==> config.mk <==
export PLATFORM = sky130hd
export DESIGN_NAME = nabp_line_top
export DESIGN_NICKNAME = d
export VERILOG_FILES = /design/src/verilog/nabp_pkg.sv /design/src/verilog/nabp_line_top.sv /design/src/verilog/nabp_backprojector.sv /design/src/verilog/nabp_dual_port_ram.sv /design/src/verilog/nabp_filtered_ram.sv /design/src/verilog/nabp_ramp_filter.sv /design/src/verilog/nabp_host_port.sv
export VERILOG_INCLUDE_DIRS = /design/src /design/src/verilog
export SDC_FILE = /design/constraint.sdc
export NUM_CORES = 1
export LEC_CHECK = 0
export ABC_AREA = 1
export ABC_CLOCK_PERIOD_IN_PS = 4500
export BUFFER_PORTS_ARGS = -buffer_cell sky130_fd_sc_hd__clkbuf_2
export CAP_MARGIN = 30
export CORE_MARGIN = 2
export CORE_UTILIZATION = 25
export CTS_CLUSTER_DIAMETER = 30
export DETAILED_ROUTE_END_ITERATION = 16
export PLACE_DENSITY = 0.39
export SLEW_MARGIN = 10
export SYNTH_ARGS = -nofsm -noshare
export SYNTH_HDL_FRONTEND = slang
export SYNTH_SLANG_ARGS = --single-unit
==> constraint.sdc <==
create_clock -name clk -period 4.5 [get_ports clk]
set_clock_uncertainty 0.2 [all_clocks]
set_input_delay 0.45 -clock clk [delete_from_list [all_inputs] [get_ports clk]]
set_output_delay 0.45 -clock clk [all_outputs]
set_load 0.03 [all_outputs]
==> src/verilog/nabp_settings.svh <==
`ifndef NABP_SETTINGS_SVH
`define NABP_SETTINGS_SVH

// samples in one projection line
`define NABP_LINE_SIZE 16
// sample index, wide enough to hold the line size itself
`define NABP_S_W 5

// signed data widths
`define NABP_SAMPLE_W 8
`define NABP_FILT_W 12
`define NABP_ACC_W 16

// pixels on one row
`define NABP_PIXELS 8

// ramp kernel order, read index leads by half of it
`define NABP_FILTER_ORDER 2

`endif
==> src/verilog/nabp_pkg.sv <==
`include "nabp_settings.svh"

package nabp_pkg;

    // AXI4-Lite channels
    typedef struct packed {
        logic [7:0] addr;
        logic       valid;
    } axil_aw_t;

    typedef struct packed {
        logic [31:0] data;
        logic        valid;
    } axil_w_t;

    typedef struct packed {
        logic [7:0] addr;
        logic       valid;
    } axil_ar_t;

    typedef struct packed {
        logic [31:0] data;
        logic [1:0]  resp;
        logic        valid;
    } axil_r_t;

    // write word as seen at the sample addresses
    typedef struct packed {
        logic [31:`NABP_SAMPLE_W]             unused;
        logic signed [`NABP_SAMPLE_W-1:0]     value;
    } sample_view_t;

    // write word as seen at the command address
    typedef struct packed {
        logic [31:`NABP_S_W+4]  unused;
        logic [`NABP_S_W-1:0]   base;
        logic [1:0]             step;
        logic                   clear;
        logic                   kick;
    } cmd_view_t;

    typedef union packed {
        sample_view_t sample;
        cmd_view_t    cmd;
    } ctrl_word_u;

    typedef enum logic [1:0] {
        st_idle,
        st_lead,
        st_fill
    } fill_state_e;

    typedef logic [`NABP_PIXELS-1:0][`NABP_ACC_W-1:0] pixel_acc_t;

endpackage

==> src/verilog/nabp_line_top.sv <==
`include "nabp_settings.svh"

module nabp_line_top (
    input  logic               clk,
    input  logic               reset_n,
    input  nabp_pkg::axil_aw_t aw,
    output logic               awready,
    input  nabp_pkg::axil_w_t  w,
    output logic               wready,
    output logic               bvalid,
    input  logic               bready,
    input  nabp_pkg::axil_ar_t ar,
    output logic               arready,
    output nabp_pkg::axil_r_t  r,
    input  logic               rready
);
    import nabp_pkg::*;

    logic [`NABP_S_W-1:0]             read_s;
    logic signed [`NABP_SAMPLE_W-1:0] sample;
    logic                             fill_kick;
    logic                             clear;
    logic [`NABP_S_W-1:0]             base;
    logic [1:0]                       step;
    logic                             done;
    pixel_acc_t                       acc;
    logic                             advance;
    logic [`NABP_S_W-2:0]             write_s;
    logic                             write_en;
    logic                             line_ready;
    logic signed [`NABP_FILT_W-1:0]   filt_value;
    logic [`NABP_S_W-2:0]             bp_raddr;
    logic signed [`NABP_FILT_W-1:0]   bp_rdata;

    nabp_host_port i_host_port (
        .clk       (clk),
        .reset_n   (reset_n),
        .aw        (aw),
        .awready   (awready),
        .w         (w),
        .wready    (wready),
        .bvalid    (bvalid),
        .bready    (bready),
        .ar        (ar),
        .arready   (arready),
        .r         (r),
        .rready    (rready),
        .read_s    (read_s),
        .sample    (sample),
        .fill_kick (fill_kick),
        .clear     (clear),
        .base      (base),
        .step      (step),
        .done      (done),
        .acc       (acc)
    );

    nabp_ramp_filter i_filter (
        .clk     (clk),
        .reset_n (reset_n),
        .kick    (fill_kick),
        .advance (advance),
        .sample  (sample),
        .value   (filt_value)
    );

    nabp_filtered_ram i_fill (
        .clk        (clk),
        .reset_n    (reset_n),
        .fill_kick  (fill_kick),
        .read_s     (read_s),
        .advance    (advance),
        .write_s    (write_s),
        .write_en   (write_en),
        .line_ready (line_ready)
    );

    // port 0 written by the fill, port 1 read by the back-projector
    nabp_dual_port_ram #(
        .DATA_W (`NABP_FILT_W),
        .ADDR_W (`NABP_S_W - 1)
    ) i_ram (
        .clk   (clk),
        .we    (write_en),
        .waddr (write_s),
        .wdata (filt_value),
        .raddr (bp_raddr),
        .rdata (bp_rdata)
    );

    nabp_backprojector i_bp (
        .clk     (clk),
        .reset_n (reset_n),
        .start   (line_ready),
        .clear   (clear),
        .base    (base),
        .step    (step),
        .raddr   (bp_raddr),
        .rdata   (bp_rdata),
        .acc     (acc),
        .done    (done)
    );

endmodule

==> src/verilog/nabp_backprojector.sv <==
`include "nabp_settings.svh"

module nabp_backprojector (
    input  logic                           clk,
    input  logic                           reset_n,
    input  logic                           start,
    input  logic                           clear,
    input  logic [`NABP_S_W-1:0]           base,
    input  logic [1:0]                     step,
    output logic [`NABP_S_W-2:0]           raddr,
    input  logic signed [`NABP_FILT_W-1:0] rdata,
    output nabp_pkg::pixel_acc_t           acc,
    output logic                           done
);
    localparam int P_W   = $clog2(`NABP_PIXELS);
    localparam int A_W   = `NABP_S_W + 1;
    localparam int ACC_W = `NABP_ACC_W;

    logic                    issuing;
    logic [P_W-1:0]          issue_idx;
    logic [A_W-1:0]          addr_full;
    logic                    rd_valid;
    logic [P_W-1:0]          rd_idx;
    logic                    rd_oob;
    logic signed [ACC_W-1:0] addend;

    // pixel i samples base + i * step
    assign addr_full = A_W'(base) + A_W'(issue_idx) * A_W'(step);
    assign raddr     = addr_full[`NABP_S_W-2:0];

    always_ff @(posedge clk)
    begin
        if (!reset_n)
        begin
            issuing   <= 1'b0;
            issue_idx <= '0;
            rd_valid  <= 1'b0;
            done      <= 1'b0;
        end
        else
        begin
            if (start)
            begin
                issuing   <= 1'b1;
                issue_idx <= '0;
            end
            else if (issuing)
            begin
                issue_idx <= issue_idx + 1'b1;
                if (issue_idx == P_W'(`NABP_PIXELS - 1))
                    issuing <= 1'b0;
            end
            rd_valid <= issuing;
            done     <= rd_valid && (rd_idx == P_W'(`NABP_PIXELS - 1));
        end
    end

    // pixel tag and out-of-line flag ride along with the read
    always_ff @(posedge clk)
    begin
        rd_idx <= issue_idx;
        rd_oob <= (addr_full >= A_W'(`NABP_LINE_SIZE));
    end

    assign addend = rd_oob ? '0 : ACC_W'(rdata);

    always_ff @(posedge clk)
    begin
        if (!reset_n || clear)
            acc <= '0;
        else if (rd_valid)
            acc[rd_idx] <= acc[rd_idx] + addend;
    end

endmodule

==> src/verilog/nabp_dual_port_ram.sv <==
module nabp_dual_port_ram #(
    parameter int DATA_W = 12,
    parameter int ADDR_W = 4
) (
    input  logic                     clk,
    input  logic                     we,
    input  logic [ADDR_W-1:0]        waddr,
    input  logic signed [DATA_W-1:0] wdata,
    input  logic [ADDR_W-1:0]        raddr,
    output logic signed [DATA_W-1:0] rdata
);
    localparam int DEPTH = 1 << ADDR_W;

    logic [DATA_W-1:0] mem [DEPTH];

    always_ff @(posedge clk)
    begin
        if (we)
            mem[waddr] <= wdata;
    end

    // read data one cycle after the address
    always_ff @(posedge clk)
    begin
        rdata <= mem[raddr];
    end

endmodule

==> src/verilog/nabp_filtered_ram.sv <==
`include "nabp_settings.svh"

module nabp_filtered_ram (
    input  logic                  clk,
    input  logic                  reset_n,
    input  logic                  fill_kick,
    output logic [`NABP_S_W-1:0]  read_s,
    output logic                  advance,
    output logic [`NABP_S_W-2:0]  write_s,
    output logic                  write_en,
    output logic                  line_ready
);
    import nabp_pkg::*;

    localparam int S_W  = `NABP_S_W;
    localparam int LEAD = `NABP_FILTER_ORDER / 2;

    fill_state_e state;
    fill_state_e next_state;

    logic lead_done;
    logic last_write;
    logic read_at_end;

    assign lead_done   = (read_s == S_W'(LEAD - 1));
    assign last_write  = (write_s == (S_W-1)'(`NABP_LINE_SIZE - 1));
    assign read_at_end = (read_s == S_W'(`NABP_LINE_SIZE));

    assign write_en = (state == st_fill);
    assign advance  = (state == st_lead) || (state == st_fill && !read_at_end);

    always_ff @(posedge clk)
    begin
        if (!reset_n)
            state <= st_idle;
        else
            state <= next_state;
    end

    always_comb
    begin
        next_state = state;
        case (state)
            st_idle:
                if (fill_kick)
                    next_state = st_lead;
            st_lead:
                if (lead_done)
                    next_state = st_fill;
            st_fill:
                if (last_write)
                    next_state = st_idle;
            default:
                next_state = st_idle;
        endcase
    end

    // read runs ahead of write by the lead
    always_ff @(posedge clk)
    begin
        if (!reset_n || state == st_idle)
        begin
            read_s  <= '0;
            write_s <= '0;
        end
        else if (state == st_lead)
            read_s <= read_s + 1'b1;
        else if (state == st_fill)
        begin
            write_s <= write_s + 1'b1;
            if (!read_at_end)
                read_s <= read_s + 1'b1;
        end
    end

    // pulse once the last sample has landed
    always_ff @(posedge clk)
    begin
        if (!reset_n)
            line_ready <= 1'b0;
        else
            line_ready <= (state == st_fill) && last_write;
    end

endmodule

==> src/verilog/nabp_ramp_filter.sv <==
`include "nabp_settings.svh"

module nabp_ramp_filter (
    input  logic                             clk,
    input  logic                             reset_n,
    input  logic                             kick,
    input  logic                             advance,
    input  logic signed [`NABP_SAMPLE_W-1:0] sample,
    output logic signed [`NABP_FILT_W-1:0]   value
);
    localparam int F_W = `NABP_FILT_W;

    // window is prev, centre and the leading sample on the read bus
    logic signed [`NABP_SAMPLE_W-1:0] prev_q;
    logic signed [`NABP_SAMPLE_W-1:0] centre_q;

    always_ff @(posedge clk)
    begin
        if (!reset_n || kick)
        begin
            // cleared window gives the zero left pad
            prev_q   <= '0;
            centre_q <= '0;
        end
        else if (advance)
        begin
            prev_q   <= centre_q;
            centre_q <= sample;
        end
    end

    // ramp kernel -1, 2, -1
    always_comb
    begin
        value = (F_W'(centre_q) <<< 1) - F_W'(prev_q) - F_W'(sample);
    end

endmodule

==> src/verilog/nabp_host_port.sv <==
`include "nabp_settings.svh"

module nabp_host_port (
    input  logic                             clk,
    input  logic                             reset_n,
    input  nabp_pkg::axil_aw_t               aw,
    output logic                             awready,
    input  nabp_pkg::axil_w_t                w,
    output logic                             wready,
    output logic                             bvalid,
    input  logic                             bready,
    input  nabp_pkg::axil_ar_t               ar,
    output logic                             arready,
    output nabp_pkg::axil_r_t                r,
    input  logic                             rready,
    input  logic [`NABP_S_W-1:0]             read_s,
    output logic signed [`NABP_SAMPLE_W-1:0] sample,
    output logic                             fill_kick,
    output logic                             clear,
    output logic [`NABP_S_W-1:0]             base,
    output logic [1:0]                       step,
    input  logic                             done,
    input  nabp_pkg::pixel_acc_t             acc
);
    import nabp_pkg::*;

    localparam int S_W = `NABP_S_W;
    localparam logic [7:0] CMD_ADDR = 8'h40;

    logic signed [`NABP_SAMPLE_W-1:0] line [`NABP_LINE_SIZE];

    ctrl_word_u  word;
    logic        busy;
    logic        bus_held;
    logic        write_take;
    logic        read_take;
    logic        write_fire;
    logic        read_fire;
    logic [31:0] read_data;

    assign word = w.data;

    // one transaction at a time, writes win a tie
    assign bus_held   = awready | arready | bvalid | r.valid;
    assign write_take = aw.valid & w.valid & ~bus_held;
    assign read_take  = ar.valid & ~write_take & ~bus_held;
    assign write_fire = awready & aw.valid & w.valid;
    assign read_fire  = arready & ar.valid;

    // sample feed for the filter, zero past the line end
    assign sample = (read_s < S_W'(`NABP_LINE_SIZE)) ? line[read_s[S_W-2:0]] : '0;

    always_comb
    begin
        read_data = '0;
        if (ar.addr == CMD_ADDR)
            read_data = {31'b0, busy};
        else if (ar.addr[7:5] == 3'b100)
            read_data = 32'($signed(acc[ar.addr[4:2]]));
    end

    // projection line registers
    always_ff @(posedge clk)
    begin
        if (write_fire && aw.addr[7:6] == 2'b00)
            line[aw.addr[5:2]] <= word.sample.value;
    end

    always_ff @(posedge clk)
    begin
        if (!reset_n)
        begin
            awready   <= 1'b0;
            wready    <= 1'b0;
            arready   <= 1'b0;
            bvalid    <= 1'b0;
            r         <= '0;
            fill_kick <= 1'b0;
            clear     <= 1'b0;
            busy      <= 1'b0;
            base      <= '0;
            step      <= '0;
        end
        else
        begin
            awready   <= write_take;
            wready    <= write_take;
            arready   <= read_take;
            fill_kick <= 1'b0;
            clear     <= 1'b0;

            if (write_fire)
                bvalid <= 1'b1;
            else if (bready)
                bvalid <= 1'b0;

            if (read_fire)
            begin
                r.valid <= 1'b1;
                r.data  <= read_data;
                r.resp  <= 2'b00;
            end
            else if (rready)
                r.valid <= 1'b0;

            // back-projection finished
            if (done)
                busy <= 1'b0;

            if (write_fire && aw.addr == CMD_ADDR)
            begin
                clear <= word.cmd.clear;
                // kick only honoured when idle
                if (word.cmd.kick && !busy)
                begin
                    fill_kick <= 1'b1;
                    busy      <= 1'b1;
                    base      <= word.cmd.base;
                    step      <= word.cmd.step;
                end
            end
        end
    end

endmodule

# == Word-level counts from Yosys, hierarchy flattened ==
# Memory sizes are Yosys's and may differ from the RTL's. A register that Yosys moved wholly into a read port is not among the register bits.
# Index checks and enable logic that the tools add are counted.
# word_totals
n_memories,2
ramBits,320
register_bits,212
wordCells,133
# classes
eq_ne,13
mul,1
n_mux,35
n_addsub,7
reduce_logical,26
order_cmp,5
n_bitwise,14
# memory_table
name,words,width,read_ports,rd_clocked_by_memory_dff,write_ports,line,rtl
i_ram.mem,16,12,1,1,1,nabp_dual_port_ram.sv:14,logic [DATA_W-1:0] mem [DEPTH];
i_host_port.line,16,8,1,1,1,nabp_host_port.sv:30,logic signed [`NABP_SAMPLE_W-1:0] line [`NABP_LINE_SIZE];
# op_table
operator,n
$bwmux 128,1
$bmux 16 s3,2
$mux 16,4
$mux 32,2
$demux 16 s3,1
$add 16x16->16,1
$eq 8x7->1 const B,2
$mux 1,15
$mux 5,3
$sub 10x8->11,1
$sub 9x8->10,1
$eq 3x3->1 const B,3
$lt 3x4->1 const B,2
$mux 4,2
$mux 8,1
$reduce_and 2->1,4
$and 1x1->1,7
$logic_and 1x1->1,7
$add 5x5->6,1
$ge 6x5->1 const B,1
$mux 2,3
$ne 2x2->1 const B,3
$pmux 2 s3,1
$reduce_bool 2->1,3
19 further kinds,30

# == Logic depth before layout (Yosys ltp) ==
# depth
depth_word,8
depth_mapped,20
depth_no_buf,19

# == Modules after synthesis ==
# From an unflattened synthesis, not the netlist that was laid out.
# hier_totals
cells_unflattened,3279
area_unflattened_um2,26230.2
# by_module_without_submodules
mod,seq_area_each_um2,area_per_inst_um2,n_inst,cells_each
nabp_dual_port_ram,6005.8,8558.2,1,815
nabp_host_port,4444.3,8164.1,1,1039
nabp_backprojector,2762.6,7467.2,1,1146
nabp_ramp_filter,320.3,1360.1,1,190
nabp_filtered_ram,240.2,680.7,1,89

# == Least setup slack after synthesis ==
# No wires, ideal clock.
# synth_timing
kind,register to register
startpoint,reg (tool-made name)
endpoint,mem i_ram.mem[0][8] (data pin)
arrival_ns,3.071
required_ns,4.011
stages_incl_launch_ff,19
setup_slack_ns,0.940
path_buffers,2
setup_time_ns,0.289
cell_sequence,dfxtp_1 -> buf_4 -> clkbuf_1 -> nor2_1 -> a21oi_1 -> o21ai_0 -> nand3_1 -> nand2_1 -> nand2_1 -> inv_1 -> fa_1 -> inv_1 -> ha_1 -> a21oi_1 -> o21ai_0 -> a21oi_1 -> nor2_1 -> nor2_1 -> xor2_1
# synth_rtl
item,line
end: declaration,nabp_dual_port_ram.sv:14

==> impl_metrics.yaml <==
pwr:
  pwr-share-clk_pct: 47.7
  peakVddDrop_mv: 0.8283
  switching_power_uw: 6169
  p_int_uw: 14650
  pwr-share-seq_pct: 32.0
  p_sw_share_pct: 29.62
  p_leak_uw: 0.01207
  powerDensity_nw_per_um2: 679.6
  combPwrFrac_pct: 20.3
global_routing:
  grt_start_max_net_pins: 77
  grt_pass1_wl_um: 116700
  grt_antenna_before_repair: 0
  grt.total_usage_pct: 15.67
  gr-total-overflow: 0
  grt_pass1_vias: 19230
detailed_routing:
  wire_per_inst_um: 18.36
  route.detailed.drc: 0
  dr.pass1.iters: 5
  ant_nets: 0
  vias_per_cell: 4.611
  num_vias: 19190
  drt_wl_total_um: 76400
  dr.first_iter.drc_count: 1200
place:
  globalplace.congestion: 0.8702
  io_buffers: 68
  post-dp-hpwl_um: 47620
synth:
  ys_types: 48
  synth_edf_count: 304
  synth_top_area_share_pct: 38.25
  ys.flop_type: "edfxtp_1"
  ys_warn_count: 0
  ys_async_sr_fraction_pct: 0
  ys_top_cells_by_area: "edfxtp_1 (38%), dfxtp_1 (18%), o21ai_0 (7.4%)"
  synth_commonest_cells: "nor2_1 (382), o21ai_0 (354), edfxtp_1 (304)"
  ys_ff_latch: 515
  synth_largest_area_cell: "edfxtp_1"
  postSynthAreaPerCell_um2: 9.078
  ys_seq_area_share_pct: 55.95
  synth_cells: 2629
  yosysMostFrequentCell: "nor2_1"
  synth_area_um2: 23870
setup_path:
  crit_type: "register to register"
  worstPathArrival_ns: 4.34
  end_kind: "register"
  crit_fanout: 46
  startpoint_type: "register"
  cp.required_ns: 4.82
clock_network:
  htreeDepth: 4
  cts.sinks: 515
  cts_max_path_buffers: 3
  cts-buffers-inserted: 143
  clock_latency_ns: 0.70
  cts_tree: "built"
  cts-root-buf: "clkbuf_16"
  cts_resized: 0
  clk_pin_slew_worst_paths_ns: 0.04
floorplan:
  core_area_um2: 94870
  die_h_um: 313.0
  dieArea_um2: 97950
  die_w_um: 313.0
  rows: 113
  io_pins: 94
  initial_core_util_pct: 25.16
timing:
  hold_viol: 0
  period_share_pct: 89.22
  slew_headroom_pct: 33.61
  fmax_ghz: 0.2491
  worst_pin_slew_ns: 0.9884
  min_period_ns: 4.015
  rsz0062_at_grt: "false"
  finalMaxSlewViolations: 0
  setup_viol: 0
  finalSetupTns_ns: 0
finish:
  layout-area-overhead-vs-synth_pct: 28.38
  nNetsFinal: 2892
  post-route-util_pct: 32.30
  layout-drive-gt1-share_pct: 14.37
outcome:
  status: "completed"
flow_run:
  cap_viol_max_count: 0
min_path:
  hp-class: "input pin to register"
[layer usage]
layer | routed length [um] | vias to the layer above | track usage (%)
met2 | 35740 | 517 | 25.45
met5 | 0 | - | 0
met3 | 4440 | 155 | 3.665
met4 | 2188 | 0 | 6.318
met1 | 34040 | 9218 | 20.07
li1 | - | 9300 | -
[repair_timing]
item / CTS / global route
setup buffers: 0 / 0
hold buffers: 10 / 0
hold endpoints to repair: 10 / 0
[registers in the layout (all words and copies together), names as in the netlist, 2 cells and up, named ones only]
signal             cells
i_bp.acc             128
i_bp.issue_idx         3
i_bp.rd_idx            3
i_fill.read_s          5
i_fill.state           2
i_fill.write_s         4
i_filter.centre_q      8
i_filter.prev_q        8
i_host_port.base       5
i_host_port.line     128
i_host_port.r         17
i_host_port.step       2
i_ram.mem            176
i_ram.rdata           11
[stage by stage]
| stage | hold WS, ns | setup WS, ns | cell area [um^2] | cells | total power [uW] |
|---|---|---|---|---|---|
| floorplan | 0.1794 | 0.9399 | 23870 | 2630 | 9077 |
| global placement | 0.2038 | 0.4024 | 25630 | 3884 | 10950 |
| detailed placement | 0.2070 | 0.4032 | 25680 | 3888 | 11070 |
| CTS | 0.02020 | 0.3815 | 30620 | 4158 | 21150 |
| global route | 0.04582 | 0.08172 | 30640 | 4160 | 21890 |
| finish | 0.06486 | 0.4850 | 30640 | 4162 | 20820 |
[cell type report]
class / count / area (um^2)
Antenna cell: 2 / 5.005
Clock buffer: 196 / 4136
Clock inverter: 64 / 701.9
Fill cell: 9709 / 64230
Inverter: 313 / 1175
Multi-Input combinational cell: 1653 / 8611
Sequential cell: 515 / 13360
Tap cell: 1265 / 1583
Timing Repair Buffer: 154 / 1074
[path summary, 6_finish.rpt]
| check | cells past startpoint | to | slack, ns | startpoint |
|---|---|---|---|---|
| max reg2reg | 16 | i_ram.mem[8][8] | 0.48 | register |
| min | 3 | i_host_port.clear | 0.06 | reset_n |
| max | 16 | i_ram.mem[8][8] | 0.48 | register |
| min reg2reg | 0 | i_bp.rd_idx[1] | 0.21 | i_bp.issue_idx[1] |
[critical path: stages, from the launching register on]
cell and delay, ns:
dfxtp_2 0.33, inv_2 0.22, buf_12 0.26, o21ai_0 0.14, nand3_1 0.14, nand3_1 0.15, nand2_1 0.11, nand2_1 0.08
fa_1 0.46, ha_1 0.35, a21oi_1 0.17, o21ai_0 0.13, a21oi_1 0.24, nor2_1 0.07, nor2_1 0.11, xor2_1 0.35
buf_4 0.30
[placed cells by master, fill, tap and decap left out, drive strengths merged, types with 2 or more instances in the layout]
cell,synthesis,routed
diode,0,2
bufinv,0,10
dfxtp,211,211
clkinv,2,38
xor2,13,13
nor3,12,12
nor2,393,393
nand3,136,136
fa,12,12
xnor2,6,6
ha,45,45
mux2i,33,33
o21ai,367,367
nor4,6,6
nand2,271,271
nand4,4,4
inv,311,317
dlygate4sd3,0,10
edfxtp,304,304
o22ai,20,20
o221ai,22,22
o21a,3,3
clkinvlp,0,12
o211ai,45,45
conb,1,2
buf,80,76
a21oi,250,250
or2,4,4
clkbuf,69,264
[kinds of logic after synthesis]
family                   count (synthesis)  synth area share, %
multiplexers                            33                1.384
AND/OR/NAND/NOR                        828                14.37
adder cells (fa/ha/maj)                 57                3.366
flip-flops                             515                55.95
other                                    1              0.01571
buffers and inverters                  462                8.110
XOR/XNOR                                19               0.7602
AO/OA/AOI/OAI                          714                16.04
[power groups by stage]
| stage | logic [uW] | clock network (uW) | registers, uW |
|---|---|---|---|
| 3_3_place_gp | 4220 | 0 | 6740 |
| 2_1_floorplan | 2340 | 0 | 6740 |
| 4_1_cts | 4350 | 10100 | 6660 |
| 3_5_place_dp | 4330 | 0 | 6740 |
| 6_report | 4240 | 9930 | 6660 |
| 5_1_grt | 4800 | 10400 | 6680 |
(Power assumes the default switching activity.)
